--- src/calc_params.svh ---
`ifndef CALC_PARAMS_SVH
`define CALC_PARAMS_SVH

// datapath sizes
`define CALC_PORTS      4
`define CALC_DATA_W     32
`define CALC_CMD_W      4
`define CALC_RESP_W     2
`define CALC_SHIFT_W    5           // only low bits of operand 2 count for shifts

// command codes, anything else nonzero is rejected
`define CALC_CMD_NOP    4'd0
`define CALC_CMD_ADD    4'd1
`define CALC_CMD_SUB    4'd2
`define CALC_CMD_SHL    4'd5
`define CALC_CMD_SHR    4'd6

// response codes
`define CALC_RESP_NONE   2'd0
`define CALC_RESP_OK     2'd1
`define CALC_RESP_ERR    2'd2       // add overflow or sub underflow
`define CALC_RESP_BADCMD 2'd3

`endif

--- src/calc_pkg.sv ---
`default_nettype none

`include "calc_params.svh"

package calc_pkg;

	typedef logic [`CALC_DATA_W-1:0] calc_data_t;      // operand or result
	typedef logic [`CALC_CMD_W-1:0]  calc_cmd_t;       // command code
	typedef logic [`CALC_RESP_W-1:0] calc_resp_t;      // response code

	// port index, port 1 of the bus is index 0
	typedef logic [$clog2(`CALC_PORTS)-1:0] calc_port_t;

	// two-beat request collection per port
	typedef enum logic [1:0] {
		CAP_IDLE    = 2'd0,                        // waiting for beat 1
		CAP_OP2     = 2'd1,                        // beat 1 seen, next cycle is operand 2
		CAP_PENDING = 2'd2                         // full request held until granted
	} calc_cap_state_e;

endpackage

`default_nettype wire

--- src/calc_port_capture.sv ---
`timescale 1ns/1ps
`default_nettype none

`include "calc_params.svh"

module calc_port_capture import calc_pkg::*; (
	input  wire logic       c_clk,
	input  wire logic       rst_n,
	input  wire calc_cmd_t  req_cmd,
	input  wire calc_data_t req_data,
	input  wire logic       grant_clear,
	output logic            pend_valid,
	output calc_cmd_t       pend_cmd,
	output calc_data_t      pend_op1,
	output calc_data_t      pend_op2
);

	calc_cap_state_e state;

	always_ff @(posedge c_clk or negedge rst_n) begin
		if (!rst_n) begin
			state <= CAP_IDLE;
		end else begin
			case (state)
				CAP_IDLE:    if (req_cmd != `CALC_CMD_NOP) state <= CAP_OP2;  // no-op stays idle
				CAP_OP2:     state <= CAP_PENDING;
				CAP_PENDING: if (grant_clear) state <= CAP_IDLE;
				default:     state <= CAP_IDLE;
			endcase
		end
	end

	// request payload, only written while the FSM expects that beat
	always_ff @(posedge c_clk) begin
		if (state == CAP_IDLE && req_cmd != `CALC_CMD_NOP) begin
			pend_cmd <= req_cmd;                   // bad codes are kept and answered later
			pend_op1 <= req_data;
		end
		if (state == CAP_OP2) begin
			pend_op2 <= req_data;
		end
	end

	// high from the edge that takes operand 2 until the edge after the grant
	assign pend_valid = (state == CAP_PENDING);

endmodule

`default_nettype wire

--- src/calc_arbiter.sv ---
`timescale 1ns/1ps
`default_nettype none

`include "calc_params.svh"

module calc_arbiter import calc_pkg::*; (
	input  wire logic                      c_clk,
	input  wire logic                      rst_n,
	input  wire logic [`CALC_PORTS-1:0]    pend_valid,
	input  wire calc_cmd_t [`CALC_PORTS-1:0]  pend_cmd,
	input  wire calc_data_t [`CALC_PORTS-1:0] pend_op1,
	input  wire calc_data_t [`CALC_PORTS-1:0] pend_op2,
	output logic [`CALC_PORTS-1:0]         grant_clear,
	output logic                           iss_valid,
	output calc_port_t                     iss_port,
	output calc_cmd_t                      iss_cmd,
	output calc_data_t                     iss_op1,
	output calc_data_t                     iss_op2
);

	logic                   any;
	calc_port_t             sel;

	// the lowest pending index wins
	// a granted capture drops pend_valid at the next edge and cannot win twice in a row
	always_comb begin
		any = 1'b0;
		sel = '0;
		grant_clear = '0;
		for (int p = `CALC_PORTS-1; p >= 0; p--) begin
			if (pend_valid[p]) begin
				any = 1'b1;
				sel = calc_port_t'(p);
			end
		end
		grant_clear[sel] = any;
	end

	always_ff @(posedge c_clk or negedge rst_n) begin
		if (!rst_n) begin
			iss_valid  <= 1'b0;
		end else begin
			iss_valid  <= any;
		end
	end

	always_ff @(posedge c_clk) begin
		if (any) begin
			iss_port <= sel;
			iss_cmd  <= pend_cmd[sel];
			iss_op1  <= pend_op1[sel];
			iss_op2  <= pend_op2[sel];
		end
	end

endmodule

`default_nettype wire

--- src/calc_alu.sv ---
`timescale 1ns/1ps
`default_nettype none

`include "calc_params.svh"

module calc_alu import calc_pkg::*; (
	input  wire logic       c_clk,
	input  wire logic       rst_n,
	input  wire logic       iss_valid,
	input  wire calc_port_t iss_port,
	input  wire calc_cmd_t  iss_cmd,
	input  wire calc_data_t iss_op1,
	input  wire calc_data_t iss_op2,
	output logic            res_valid,
	output calc_port_t      res_port,
	output calc_resp_t      res_resp,
	output calc_data_t      res_data
);

	logic [`CALC_DATA_W:0]    sum;                // msb is the carry
	logic [`CALC_DATA_W:0]    diff;               // msb is the borrow
	logic [`CALC_SHIFT_W-1:0] shamt;
	calc_resp_t               resp_n;
	calc_data_t               data_n;

	assign sum   = {1'b0, iss_op1} + {1'b0, iss_op2};
	assign diff  = {1'b0, iss_op1} - {1'b0, iss_op2};
	assign shamt = iss_op2[`CALC_SHIFT_W-1:0];    // 33 shifts by 1

	always_comb begin
		resp_n = `CALC_RESP_OK;
		data_n = '0;
		case (iss_cmd)
			`CALC_CMD_ADD: begin
				if (sum[`CALC_DATA_W]) resp_n = `CALC_RESP_ERR;
				else data_n = sum[`CALC_DATA_W-1:0];
			end
			`CALC_CMD_SUB: begin
				if (diff[`CALC_DATA_W]) resp_n = `CALC_RESP_ERR;   // op2 larger than op1
				else data_n = diff[`CALC_DATA_W-1:0];
			end
			`CALC_CMD_SHL: data_n = iss_op1 << shamt;
			`CALC_CMD_SHR: data_n = iss_op1 >> shamt;
			default:       resp_n = `CALC_RESP_BADCMD;
		endcase
	end

	always_ff @(posedge c_clk or negedge rst_n) begin
		if (!rst_n) begin
			res_valid <= 1'b0;
		end else begin
			res_valid <= iss_valid;
		end
	end

	always_ff @(posedge c_clk) begin
		if (iss_valid) begin
			res_port <= iss_port;
			res_resp <= resp_n;
			res_data <= data_n;                    // zero on any error code
		end
	end

endmodule

`default_nettype wire

--- src/calc_resp_route.sv ---
`timescale 1ns/1ps
`default_nettype none

`include "calc_params.svh"

module calc_resp_route import calc_pkg::*; (
	input  wire logic                  c_clk,
	input  wire logic                  rst_n,
	input  wire logic                  res_valid,
	input  wire calc_port_t            res_port,
	input  wire calc_resp_t            res_resp,
	input  wire calc_data_t            res_data,
	output calc_resp_t [`CALC_PORTS-1:0] out_resp,
	output calc_data_t [`CALC_PORTS-1:0] out_data
);

	// every port is rewritten each cycle, so a response never lasts past one cycle
	always_ff @(posedge c_clk or negedge rst_n) begin
		if (!rst_n) begin
			out_resp <= '0;
			out_data <= '0;
		end else begin
			for (int p = 0; p < `CALC_PORTS; p++) begin
				if (res_valid && res_port == calc_port_t'(p)) begin
					out_resp[p] <= res_resp;
					out_data[p] <= res_data;
				end else begin
					out_resp[p] <= `CALC_RESP_NONE;  // idle ports read as zero
					out_data[p] <= '0;
				end
			end
		end
	end

endmodule

`default_nettype wire

--- src/calc_top.sv ---
`timescale 1ns/1ps
`default_nettype none

`include "calc_params.svh"

module calc_top import calc_pkg::*; (
	input  wire logic                      c_clk,
	input  wire logic                      rst_n,
	input  wire calc_cmd_t [`CALC_PORTS-1:0]  req_cmd,
	input  wire calc_data_t [`CALC_PORTS-1:0] req_data,
	output calc_resp_t [`CALC_PORTS-1:0]   out_resp,
	output calc_data_t [`CALC_PORTS-1:0]   out_data
);

	logic [`CALC_PORTS-1:0]         pend_valid;
	calc_cmd_t [`CALC_PORTS-1:0]    pend_cmd;
	calc_data_t [`CALC_PORTS-1:0]   pend_op1;
	calc_data_t [`CALC_PORTS-1:0]   pend_op2;
	logic [`CALC_PORTS-1:0]         grant_clear;

	logic       iss_valid;
	calc_port_t iss_port;
	calc_cmd_t  iss_cmd;
	calc_data_t iss_op1;
	calc_data_t iss_op2;

	logic       res_valid;
	calc_port_t res_port;
	calc_resp_t res_resp;
	calc_data_t res_data;

	// one request collector per port
	for (genvar g = 0; g < `CALC_PORTS; g++) begin : g_cap
		calc_port_capture cap_i (
			.c_clk       (c_clk),
			.rst_n       (rst_n),
			.req_cmd     (req_cmd[g]),
			.req_data    (req_data[g]),
			.grant_clear (grant_clear[g]),
			.pend_valid  (pend_valid[g]),
			.pend_cmd    (pend_cmd[g]),
			.pend_op1    (pend_op1[g]),
			.pend_op2    (pend_op2[g])
		);
	end

	calc_arbiter arb_i (
		.c_clk       (c_clk),
		.rst_n       (rst_n),
		.pend_valid  (pend_valid),
		.pend_cmd    (pend_cmd),
		.pend_op1    (pend_op1),
		.pend_op2    (pend_op2),
		.grant_clear (grant_clear),
		.iss_valid   (iss_valid),
		.iss_port    (iss_port),
		.iss_cmd     (iss_cmd),
		.iss_op1     (iss_op1),
		.iss_op2     (iss_op2)
	);

	calc_alu alu_i (
		.c_clk     (c_clk),
		.rst_n     (rst_n),
		.iss_valid (iss_valid),
		.iss_port  (iss_port),
		.iss_cmd   (iss_cmd),
		.iss_op1   (iss_op1),
		.iss_op2   (iss_op2),
		.res_valid (res_valid),
		.res_port  (res_port),
		.res_resp  (res_resp),
		.res_data  (res_data)
	);

	calc_resp_route route_i (
		.c_clk     (c_clk),
		.rst_n     (rst_n),
		.res_valid (res_valid),
		.res_port  (res_port),
		.res_resp  (res_resp),
		.res_data  (res_data),
		.out_resp  (out_resp),
		.out_data  (out_data)
	);

endmodule

`default_nettype wire

--- config.mk ---
export PLATFORM = sky130hd
export DESIGN_NAME = calc_top
export DESIGN_NICKNAME = d
export VERILOG_FILES = /design/src/calc_pkg.sv /design/src/calc_port_capture.sv /design/src/calc_arbiter.sv /design/src/calc_alu.sv /design/src/calc_resp_route.sv /design/src/calc_top.sv
export VERILOG_INCLUDE_DIRS = /design/src /design/src/src
export SDC_FILE = /design/constraint.sdc
export NUM_CORES = 1
export LEC_CHECK = 0
export BUFFER_PORTS_ARGS = -buffer_cell sky130_fd_sc_hd__buf_4
export CAP_MARGIN = 40
export CORE_ASPECT_RATIO = 0.9
export CORE_UTILIZATION = 30
export DETAILED_ROUTE_END_ITERATION = 10
export MAX_ROUTING_LAYER = met4
export PLACE_DENSITY = 0.53
export SLEW_MARGIN = 20
export SYNTH_ARGS = -nofsm -noshare
export SYNTH_HDL_FRONTEND = slang
export SYNTH_SLANG_ARGS = --single-unit
--- constraint.sdc ---
create_clock -name c_clk -period 3.7 [get_ports c_clk]
set_input_delay 0.555 -clock c_clk [delete_from_list [all_inputs] [get_ports c_clk]]
set_output_delay 0.555 -clock c_clk [all_outputs]
set_load 0.005 [all_outputs]
==> key figures, run 1 <==
Status
  – Outcome: finished with violations
  – Failing checks: setup timing

STA
  – Tmin final: 3.72 ns
  – Fin. Hold Viols: 0
  – Max Clk Rate: 0.269 GHz
  – Worst setup margin: -0.0173 ns
  – Final setup fails: 2
  – Max-slew headroom: 0.500
  – Unrepaired setup endpoints after global routing: yes
  – Setup Skew: 0.0287 ns
  – Final slew viol count: 0
  – Worst-Margin Slew: 0.750 ns
  – Final period utilization: 1.00

Setup path
  – CP Max Fanout: 4
  – CP Class: reg2reg
  – CP arrival: 4.09 ns
  – CP startpoint kind: flop
  – Nature of the critical path endpoint: flop
  – CP Data Required Time: 4.07 ns
  – Worst r2r path cells: 14

Clock network
  – Worst-path clk slew: 0.07 ns
  – H-Tree Depth: 2
  – Worst-Skew Late Latency: 0.63 ns
  – CTS tree: built
  – CTS Buffer Depth: 3
  – CTS Sinks: 524
  – Total CTS buffers: 57
  – Root Driver: clkbuf_16

Placed design
  – Placed instance count: 3385
  – Buffers on Ports: 281
  – GP Congestion: 0.945
  – Detailed Place HPWL: 62400 um

Power
  – Pwr dens: 1110 mW/mm2
  – VDD IR max: 0.757 mV
  – Pwr Total: 34.7 mW
  – P_leak: 12.7 nW

Floorplan
  – Die Area: 0.0829 mm2
  – # IOs: 282
  – Initial Util: 0.303
  – Die Width: 303 um
  – Die Y: 273 um
  – Core area: 0.0810 mm2
  – # rows: 99

Yosys
  – Synth Flop Type: edfxtp_1
  – Async set-reset flop share out of synthesis: 0.279
  – Post-synth EDFFs: 378
  – Warnings from Yosys: 0
  – Xor/xnor cell area share of the yosys netlist: 0
  – Synth area leader: edfxtp_1
  – Largest family of logic cells by synthesized area: compound AO/OA/AOI/OAI gates
  – Post-synthesis adder-cell area fraction: 0.0348
  – Net Count, Synth: 2188
  – Simple-gate portion of the synthesized area: 0.102
  – Post-synthesis mux area share: 0.0711
  – Synth cell types: 72
  – Synth Area in Compound Gates: 0.151
  – Area share of the largest cell type after synthesis: 0.463
  – Flops & latches, synth: 524
  – Post-synthesis sequential area ratio: 0.612
  – Synth Cell Area: 0.0245 mm2
  – Post-synthesis instance total: 1975
  – Top post-synthesis cells by area: edfxtp_1, dfrtp_1, mux2i_1
  – Mean Syn Cell Area: 12.4 um2

Layout
  – Cell Count, Final, Fillers Out: 3501
  – Area grow syn2layout: 27.7%
  – Number of diodes: 0
  – Layout cell share with drive strength beyond 1: 0.272
  – Post-layout util: 0.386
  – Commonest non-fill, non-tap cells in the layout: buf_4, edfxtp_1, o21ai_0, nor2_1, dfrtp_1
  – Final-stage net count: 2608
  – Most common cell after layout, fill and taps aside: buf_4

Global route
  – GRT Overall Usage: 0.201
  – Vias in the first global route: 17800
  – GRT overflow: 0
  – Initial antenna violation count: 4
  – First-pass GRT wire length: 119000 um
  – Largest net degree at the start of global routing: 84

Route
  – Vias/cell: 5.17
  – Drt pass-1 iters: 6
  – DR DRC count: 0
  – WL per Instance: 23.7 um
  – Final WL: 83100 um
  – Initial drt markers: 1734
  – Antenna Nets Post-Route: 0
  – Total number of vias: 18100

Min path
  – Hold path depth: 1
  – Min-Delay Path Class: in2reg

Run
  – Max cap viols: 0
==> report_power, final <==
group / leakage [nW] / switching [mW] / internal [mW]
sequential: 5.65 / 1.22 / 9.28
combinational: 6.12 / 11.6 / 7.02
clock: 0.899 / 2.40 / 3.20
total: 12.7 / 15.2 / 19.5
==> Yosys cell counts, types with 9 or more instances <==
cell	count
nand2b_1	35
and2_1	141
nor3_1	21
clkbuf_1	88
o21ai_1	14
o22ai_1	32
edfxtp_1	378
mux2i_1	109
a211oi_1	9
nor2_1	155
o21bai_1	23
nor4_1	15
o211ai_1	17
nand3_1	20
a21o_1	16
o221ai_1	13
nand2_1	61
o21ai_0	153
a21oi_1	108
dfrtp_1	146
inv_1	68
a22oi_1	84
ha_1	65
buf_1	14
mux4_2	26
nor2b_1	16
a221oi_1	24
==> registers in the layout (all words and copies together), names as in the netlist <==
name and count:
g_cap.cap_i.pend_op1 128, g_cap.cap_i.pend_op2 128, route_i.out_data 128, alu_i.res_data 32, arb_i.iss_op1 32, arb_i.iss_op2 32, g_cap.cap_i.pend_cmd 16, g_cap.cap_i.state 8
route_i.out_resp 8, arb_i.iss_cmd 4, alu_i.res_port 2, alu_i.res_resp 2, arb_i.iss_port 2, alu_i.res_valid 1, arb_i.iss_valid 1
==> cell type report <==
class	instances	area, um2
Clock buffer	76	1560
Clock inverter	29	302
Fill cell	7842	49700
Inverter	70	263
Multi-Input combinational cell	1269	9150
Sequential cell	524	15000
Tap cell	1060	1330
Timing Repair Buffer	473	3710
==> repair_timing <==
item                                    in CTS  in global routing
pin swaps                                    0                 35
cloned                                       0                  2
hold endpoints to repair                    50                  0
setup buffers                                0                  7
gates resized for setup                      2                 55
endpoints found under the setup margin       2                 31
hold buffers                                 1                  0
==> layer usage <==
layer,vias up,part of all wire,track usage
met5,-,0,-
met3,129,0.066,0.0336
met1,8952,0.47,0.284
met4,0,0.031,0.0605
met2,753,0.44,0.292
li1,8279,-,-
==> cell families after synthesis <==
family	after synthesis
AO/OA/AOI/OAI	569
flip-flops	524
AND/OR/NAND/NOR	491
buffers and inverters	183
multiplexers	141
adder cells (fa/ha/maj)	67
==> worst max-delay path, stage by stage (launching register included) <==
cell and delay, ns:
edfxtp_1 0.36, ha_2 0.20, inv_2 0.04, fa_2 0.42, o21bai_4 0.13, a21oi_2 0.07, o31a_1 0.34, a2111o_1 0.47
a211oi_4 0.36, buf_4 0.19, o211ai_1 0.08, nand2b_1 0.14, a211oi_1 0.10, a221o_1 0.30, a211o_1 0.25
==> stage by stage <==
stage	worst slack (ns)	hold WS (ns)	setup TNS [ns]	area (um2)
2_1_floorplan	0.0318	0.259	0	24500
3_3_place_gp	-0.0759	0.410	-0.0759	29000
3_5_place_dp	-0.0935	0.413	-0.0935	29100
4_1_cts	0.00571	0.0790	0	31000
5_1_grt	-0.160	0.0783	-1.04	31300
6_report	-0.0173	0.106	-0.0243	31300
==> path summary, 6_finish.rpt <==
| check | from | to | slack, ns |
|---|---|---|---|
| min in group asynchronous | rst_n | route_i.out_data[8] | 0.43 |
| max reg2reg | arb_i.iss_op1[0] | alu_i.res_data[28] | -0.02 |
| min reg2reg | arb_i.iss_port[1] | alu_i.res_port[1] | 0.42 |
| max in group asynchronous | rst_n | g_cap[3].cap_i.state[0] | 2.37 |
| max | arb_i.iss_op1[0] | alu_i.res_data[28] | -0.02 |
| min | req_cmd[0] | g_cap[0].cap_i.pend_cmd[0] | 0.11 |
Note: power is estimated with default switching activity, not from simulation.
==> run 2: changes to the inputs <==
- ABC_AREA: not set -> 1
==> run 2 against run 1 <==
  * The run now ends clean
  * Global-route usage grew 0.61 points
  * Die area is 9.7% higher
  * First-iteration DRC count up 19%
  * Hold slack got worse by 0.012 ns
  * Critical endpoint is now alu_i.res_data[5]
  * Largest cell class unchanged
==> key figures, run 2 <==
Setup path
  – CP startpoint kind: flop (unchanged)
  – RR Endpoint: alu_i.res_data[5] (was alu_i.res_data[28])
  – Reg-to-reg critical path startpoint: arb_i.iss_op2[0] (was arb_i.iss_op1[0])
  – Worst r2r path cells: 13 (was 14)
  – Critical Path Source: arb_i.iss_op2[0] (was arb_i.iss_op1[0])
  – CP Class: reg2reg (unchanged)
  – Worst R2R Setup Slack: 0.57 ns (was -0.02 ns)
  – CP Data Required Time: 4.19 ns (was 4.07 ns)
  – CP arrival: 3.63 ns (was 4.09 ns)
  – CP Max Fanout: 23 (was 4)
  – Nature of the critical path endpoint: flop (unchanged)

Route
  – WL per Instance: 20.4 um (was 23.7 um)
  – DR DRC count: 0 (unchanged)
  – Total number of vias: 22100 (was 18100)
  – Final WL: 92200 um (was 83100 um)
  – Drt pass-1 iters: 5 (was 6)
  – Antenna Nets Post-Route: 0 (unchanged)
  – Initial drt markers: 2060 (was 1734)
  – Vias/cell: 4.89 (was 5.17)

Power
  – Pwr Total: 36.1 mW (was 34.7 mW)
  – Pwr dens: 1110 mW/mm2 (about the same)
  – VDD IR max: 0.970 mV (was 0.757 mV)
  – P_leak: 14.7 nW (was 12.7 nW)

Yosys
  – Flops & latches, synth: 524 (unchanged)
  – Top post-synthesis cells by area: edfxtp_1, dfrtp_1, nand2_1 (was edfxtp_1, dfrtp_1, mux2i_1)
  – Most frequent cell after synthesis: nand2_1 (was edfxtp_1)
  – Synth top cells by count: nand2_1, nor2_1, nand3_1 (was edfxtp_1, nor2_1, o21ai_0)
  – Async set-reset flop share out of synthesis: 0.279 (unchanged)
  – Synth Cell Area: 0.0269 mm2 (was 0.0245 mm2)
  – Post-synthesis instance total: 3074 (was 1975)
  – Post-synth EDFFs: 378 (unchanged)
  – Net Count, Synth: 3287 (was 2188)
  – Post-synthesis sequential area ratio: 0.557 (was 0.612)
  – Mean Syn Cell Area: 8.76 um2 (was 12.4 um2)
  – Warnings from Yosys: 0 (unchanged)
  – Synth cell types: 45 (was 72)
  – Synth area leader: edfxtp_1 (unchanged)
  – Synth Flop Type: edfxtp_1 (unchanged)
  – Area share of the largest cell type after synthesis: 0.422 (was 0.463)

STA
  – Final slew viol count: 0 (unchanged)
  – Unrepaired setup endpoints after global routing: no (was yes)
  – Setup TNS: 0 ns (was -0.0243 ns)
  – Fin. Hold Viols: 0 (unchanged)
  – Final setup fails: 0 (was 2)
  – Tmin final: 3.13 ns (was 3.72 ns)
  – Worst-Margin Slew: 0.842 ns (was 0.750 ns)
  – Max-slew headroom: 0.437 (was 0.500)
  – Max Clk Rate: 0.319 GHz (was 0.269 GHz)
  – Setup Skew: 0.0319 ns (was 0.0287 ns)
  – Final period utilization: 0.847 (was 1.00)

Placed design
  – Detailed Place HPWL: 69400 um (was 62400 um)
  – Placed instance count: 4413 (was 3385)
  – GP Congestion: 0.973 (was 0.945)
  – Buffers on Ports: 281 (unchanged)
  – Dpl cell area: 0.0304 mm2 (was 0.0291 mm2)

Min path
  – Hold_sp: req_data[70] (was req_cmd[0])
  – Hold path depth: 1 (unchanged)
  – Min-Delay Path Class: in2reg (unchanged)
  – Hold path endpoint: g_cap[2].cap_i.pend_op2[6] (was g_cap[0].cap_i.pend_cmd[0])

Clock network
  – CTS Sinks: 524 (unchanged)
  – H-Tree Depth: 2 (unchanged)
  – Worst-Skew Late Latency: 0.65 ns (was 0.63 ns)
  – Total CTS buffers: 56 (was 57)
  – Root Driver: clkbuf_16 (unchanged)
  – CTS tree: built (unchanged)
  – Worst-path clk slew: 0.07 ns (about the same)
  – CTS Buffer Depth: 3 (unchanged)
  – Cts repair resizes: 0 (was 2)

Floorplan
  – Die Area: 0.0909 mm2 (was 0.0829 mm2)
  – Die Width: 318 um (was 303 um)
  – Initial Util: 0.305 (was 0.303)
  – # IOs: 282 (unchanged)
  – # rows: 103 (was 99)
  – Core area: 0.0883 mm2 (was 0.0810 mm2)
  – Die Y: 286 um (was 273 um)

Run
  – Max cap viols: 0 (unchanged)

Layout
  – Most common cell after layout, fill and taps aside: nand2_1 (was buf_4)
  – Final-stage net count: 3531 (was 2608)
  – Commonest non-fill, non-tap cells in the layout: nand2_1, nor2_1, nand3_1, edfxtp_1, inv_1 (was buf_4, edfxtp_1, o21ai_0, nor2_1, dfrtp_1)
  – Post-layout util: 0.368 (was 0.386)
  – Cell Count, Final, Fillers Out: 4520 (was 3501)
  – Fill count: 9047 (was 7842)
  – Regs by FF count: g_cap.cap_i.pend_op1 (128), g_cap.cap_i.pend_op2 (128), route_i.out_data (128) (unchanged)
  – Multi-input logic area: 0.0101 mm2 (was 0.00915 mm2)
  – Seq. cell area: 0.0150 mm2 (unchanged)
  – Layout cell share with drive strength beyond 1: 0.141 (was 0.272)
  – Design area: 0.0324 mm2 (was 0.0313 mm2)
  – Area grow syn2layout: 20.5% (was 27.7%)

Global route
  – Vias in the first global route: 21600 (was 17800)
  – GRT Overall Usage: 0.207 (was 0.201)
  – Largest net degree at the start of global routing: 137 (was 84)
  – First-pass GRT wire length: 138000 um (was 119000 um)
  – GRT overflow: 0 (unchanged)
  – Initial antenna violation count: 1 (was 4)

Status
  – Outcome: completed (was finished with violations)
## run 2: how the worst max path moves through the flow
stage	to
2_1_floorplan	g_cap[1].cap_i.pend_cmd[0]
3_3_place_gp	arb_i.iss_op2[12]
3_5_place_dp	alu_i.res_data[30]
4_1_cts	alu_i.res_data[30]
5_1_grt	alu_i.res_data[27]
6_report	alu_i.res_data[5]
## run 2: worst max-delay path, stage by stage, from the launching register on
cell and delay [ns]:
edfxtp_1 0.52, ha_1 0.33, fa_1 0.45, inv_1 0.12, nand2_1 0.06, nand2_1 0.11, nand3_2 0.09, nand2_2 0.12
nand2_2 0.07, nand2_2 0.07, nand2_2 0.07, a21oi_4 0.68, nand3_1 0.18, nand3_1 0.12
## run 2: layout make-up
type	count	area share
Antenna cell	1	0.0000771
Clock buffer	74	0.0482
Clock inverter	30	0.0123
Inverter	333	0.0386
Multi-Input combinational cell	2067	0.310
Sequential cell	524	0.462
Tap cell	1155	0.0445
Timing Repair Buffer	336	0.0836
## run 2: stage by stage
step | setup slack, ns | hold slack [ns]
after floorplan | 0.153 | 0.259
after global placement | 0.620 | 0.465
after detailed placement | 0.644 | 0.471
after CTS | 0.628 | 0.00566
after global routing | 0.405 | 0.0687
final | 0.565 | 0.0942
## run 2: cell families after synthesis
logic type,after synthesis,share of synthesized area
DFF,524,0.557
adders and majority gates,67,0.0317
AOI/OAI and AO/OA,216,0.0540
buffers and inverters,483,0.0720
and+or+nand+nor,1762,0.278
xor gates and xnor gates,22,0.00716
## run 2: power breakdown
group	leakage, nW	internal (mW)	switching, mW	total, mW
registers	5.66	9.19	1.17	10.4
logic	8.06	5.64	14.1	19.7
clock network	0.945	3.49	2.47	5.96
## run 2: repair_timing
action / 4_1_cts / 5_1_grt
hold endpoints to repair: 0 / 12
buffers inserted: 0 / 0
hold buffers: 0 / 1
## run 2: per-layer routing
metal | wire length (um) | global-route usage | up-vias
li1 | - | - | 10700
met1 | 42800 | 0.286 | 10500
met2 | 40800 | 0.312 | 778
met3 | 6490 | 0.0376 | 120
met4 | 2140 | 0.0516 | 0
met5 | 0 | - | -
==> run 3: changes to the inputs <==
- clock period: 3.7 -> 2.8 ns (I/O delays scaled with it)
==> run 3 against run 2 <==
  * Combinational power up 43%
  * Clock skew up 0.025 ns
  * Routed wire length up 2.4%
  * Critical path type unchanged
==> key figures, run 3 (synthesis gave the netlist of run 2 again) <==
Setup path
  – Critical Path Source: arb_i.iss_op1[11] (was arb_i.iss_op2[0])
  – Worst path most repeated cell: nand2_1 (was nand2_2)
  – Worst r2r path cells: 12 (was 13)
  – CP Class: reg2reg (unchanged)
  – Worst R2R Setup Slack: 0.14 ns (was 0.57 ns)
  – CP top delay family: simple AND/OR/NAND/NOR gates (unchanged)
  – CP arrival: 2.99 ns (was 3.63 ns)
  – CP Data Required Time: 3.13 ns (was 4.19 ns)
  – Crit-path max cell delay: 0.47 ns (was 0.68 ns)
  – Reg-to-reg critical path startpoint: arb_i.iss_op1[11] (was arb_i.iss_op2[0])
  – CP startpoint kind: flop (unchanged)
  – Critical path cell sequence: ha_1 -> nor2_1 -> nand2_1 -> nor3_2 -> nand2_1 -> nand2_2 -> nand2_2 -> nand2_4 -> nor2_8 -> buf_12 -> nand2_1 -> nand3_1 (was ha_1 -> fa_1 -> inv_1 -> nand2_1 -> nand2_1 -> nand3_2 -> nand2_2 -> nand2_2 -> nand2_2 -> nand2_2 -> a21oi_4 -> nand3_1 -> nand3_1)
  – CP Max Fanout: 20 (was 23)
  – RR Endpoint: alu_i.res_data[8] (was alu_i.res_data[5])
  – Nature of the critical path endpoint: flop (unchanged)
  – Max stage delay cell, worst path: ha_1 (was a21oi_4)
  – CP bufs+invs: 1 (unchanged)

Status
  – Outcome: completed (unchanged)

STA
  – Final slew viol count: 0 (unchanged)
  – Worst hold margin: 0.252 ns (was 0.0942 ns)
  – Unrepaired setup endpoints after global routing: no (unchanged)
  – Setup Skew: 0.0573 ns (was 0.0319 ns)
  – Tmin final: 2.66 ns (was 3.13 ns)
  – Final period utilization: 0.951 (was 0.847)
  – Setup TNS: 0 ns (unchanged)
  – Worst-Margin Slew: 0.828 ns (was 0.842 ns)
  – Final setup fails: 0 (unchanged)
  – Fin. Hold Viols: 0 (unchanged)
  – Max-slew headroom: 0.448 (was 0.437)
  – Max Clk Rate: 0.376 GHz (was 0.319 GHz)
  – Worst setup margin: 0.138 ns (was 0.565 ns)

Power
  – VDD IR max: 0.915 mV (was 0.970 mV)
  – Pint: 25.4 mW (was 18.3 mW)
  – Sequential share of power: 0.273 (was 0.287)
  – Switching share of power: 0.486 (was 0.492)
  – Clock power frac: 0.156 (was 0.165)
  – P_leak: 15.7 nW (was 14.7 nW)
  – Combinational share of power: 0.571 (was 0.548)
  – Pwr dens: 1430 mW/mm2 (was 1110 mW/mm2)
  – Switch Pwr: 24.0 mW (was 17.7 mW)

Placed design
  – Buffers on Ports: 281 (unchanged)
  – GP Congestion: 0.990 (was 0.973)
  – Pre-CTS WS: 0.146 ns (was 0.644 ns)
  – Detailed Place HPWL: 70200 um (was 69400 um)

Route
  – Total number of vias: 23200 (was 22100)
  – Vias/cell: 4.87 (was 4.89)
  – DR DRC count: 0 (unchanged)
  – Drt pass-1 iters: 7 (was 5)
  – WL per Instance: 19.8 um (was 20.4 um)
  – Antenna Nets Post-Route: 0 (unchanged)
  – Final WL: 94500 um (was 92200 um)
  – Initial drt markers: 2181 (was 2060)

Global route
  – GRT overflow: 0 (unchanged)
  – Initial antenna violation count: 1 (unchanged)
  – GRT Overall Usage: 0.211 (was 0.207)
  – First-pass GRT wire length: 140000 um (was 138000 um)
  – Largest net degree at the start of global routing: 80 (was 137)
  – Vias in the first global route: 22400 (was 21600)

Layout
  – Regs by FF count: g_cap.cap_i.pend_op1 (128), g_cap.cap_i.pend_op2 (128), route_i.out_data (128) (unchanged)
  – Multi-input logic area: 0.0101 mm2 (about the same)
  – Commonest non-fill, non-tap cells in the layout: nand2_1, nor2_1, nand3_1, buf_4, edfxtp_1 (was nand2_1, nor2_1, nand3_1, edfxtp_1, inv_1)
  – Most common cell after layout, fill and taps aside: nand2_1 (unchanged)
  – Seq. cell area: 0.0150 mm2 (unchanged)
  – Layout cell share with drive strength beyond 1: 0.158 (was 0.141)
  – Area grow syn2layout: 28.6% (was 20.5%)
  – Fill count: 8883 (was 9047)
  – Final-stage net count: 3769 (was 3531)

Clock network
  – CTS Sinks: 524 (unchanged)
  – Worst-path clk slew: 0.06 ns (was 0.07 ns)
  – CTS Buffer Depth: 3 (unchanged)
  – Worst-Skew Late Latency: 0.66 ns (was 0.65 ns)
  – H-Tree Depth: 2 (unchanged)
  – Total CTS buffers: 58 (was 56)
  – Root Driver: clkbuf_16 (unchanged)
  – CTS tree: built (unchanged)

Floorplan
  – Die Area: 0.0909 mm2 (unchanged)
  – Initial Util: 0.305 (unchanged)
  – Die Y: 286 um (unchanged)
  – Core area: 0.0883 mm2 (unchanged)
  – Die Width: 318 um (unchanged)
  – # rows: 103 (unchanged)
  – # IOs: 282 (unchanged)

Run
  – Max cap viols: 0 (unchanged)

Min path
  – Min-Delay Path Class: in2async (was in2reg)
## run 3: through the flow
| step | util | power [mW] | std cells | instance area [um2] |
|---|---|---|---|---|
| floorplan | - | 29.9 | 3074 | 26900 |
| global placement | 0.354 | 41.5 | 4501 | 31200 |
| detailed placement | 0.354 | 41.3 | 4502 | 31200 |
| CTS | 0.392 | 49.2 | 4755 | 34600 |
| global route | 0.392 | 52.7 | 4760 | 34600 |
| finish | 0.392 | 49.4 | 4760 | 34600 |
## run 3: worst max-delay path by stage
| stage | endpoint | cells past startpoint |
|---|---|---|
| final | alu_i.res_data[8] | 12 |
| after global routing | alu_i.res_data[8] | 15 |
| after CTS | alu_i.res_data[8] | 12 |
| after detailed placement | alu_i.res_data[8] | 12 |
| after global placement | arb_i.iss_op2[2] | 8 |
| after floorplan | alu_i.res_data[21] | 19 |
## run 3: final cells by class
type / instances / share of cell area
timing repair buffer: 572 / 0.142
tap: 1155 / 0.0417
clock inverter: 35 / 0.0111
sequential: 524 / 0.433
antenna: 1 / 0.0000723
multi-input combinational: 2067 / 0.292
inverter: 333 / 0.0362
clock buffer: 73 / 0.0438
## run 3: worst reg2reg max path, cell delays in order (launching register included)
cell	delay [ns]
edfxtp_1	0.45
ha_1	0.47
nor2_1	0.31
nand2_1	0.19
nor3_2	0.20
nand2_1	0.09
nand2_2	0.10
nand2_2	0.07
nand2_4	0.10
nor2_8	0.05
buf_12	0.15
nand2_1	0.07
nand3_1	0.09
## run 3: metal layers
metal | up-vias | GRT usage | wire (um)
met5 | - | - | 0
li1 | 11100 | - | -
met1 | 11100 | 0.289 | 43900
met2 | 848 | 0.322 | 41900
met4 | 0 | 0.0510 | 2060
met3 | 117 | 0.0387 | 6540
## run 3: repair_timing
| item | 4_1_cts | 5_1_grt |
|---|---|---|
| hold buffers | 145 | 0 |
| buffers inserted | 0 | 4 |
| setup endpoints to repair | 0 | 16 |
| gates resized for setup | 0 | 6 |
| endpoints found under the hold margin | 310 | 0 |
## run 3: power by group through the flow
stage	clock (mW)	combinational, mW	sequential (mW)
2_1_floorplan	0	16.6	13.3
3_3_place_gp	0	27.9	13.6
3_5_place_dp	0	27.7	13.6
4_1_cts	7.86	27.9	13.5
5_1_grt	8.14	30.8	13.7
6_report	7.68	28.2	13.5
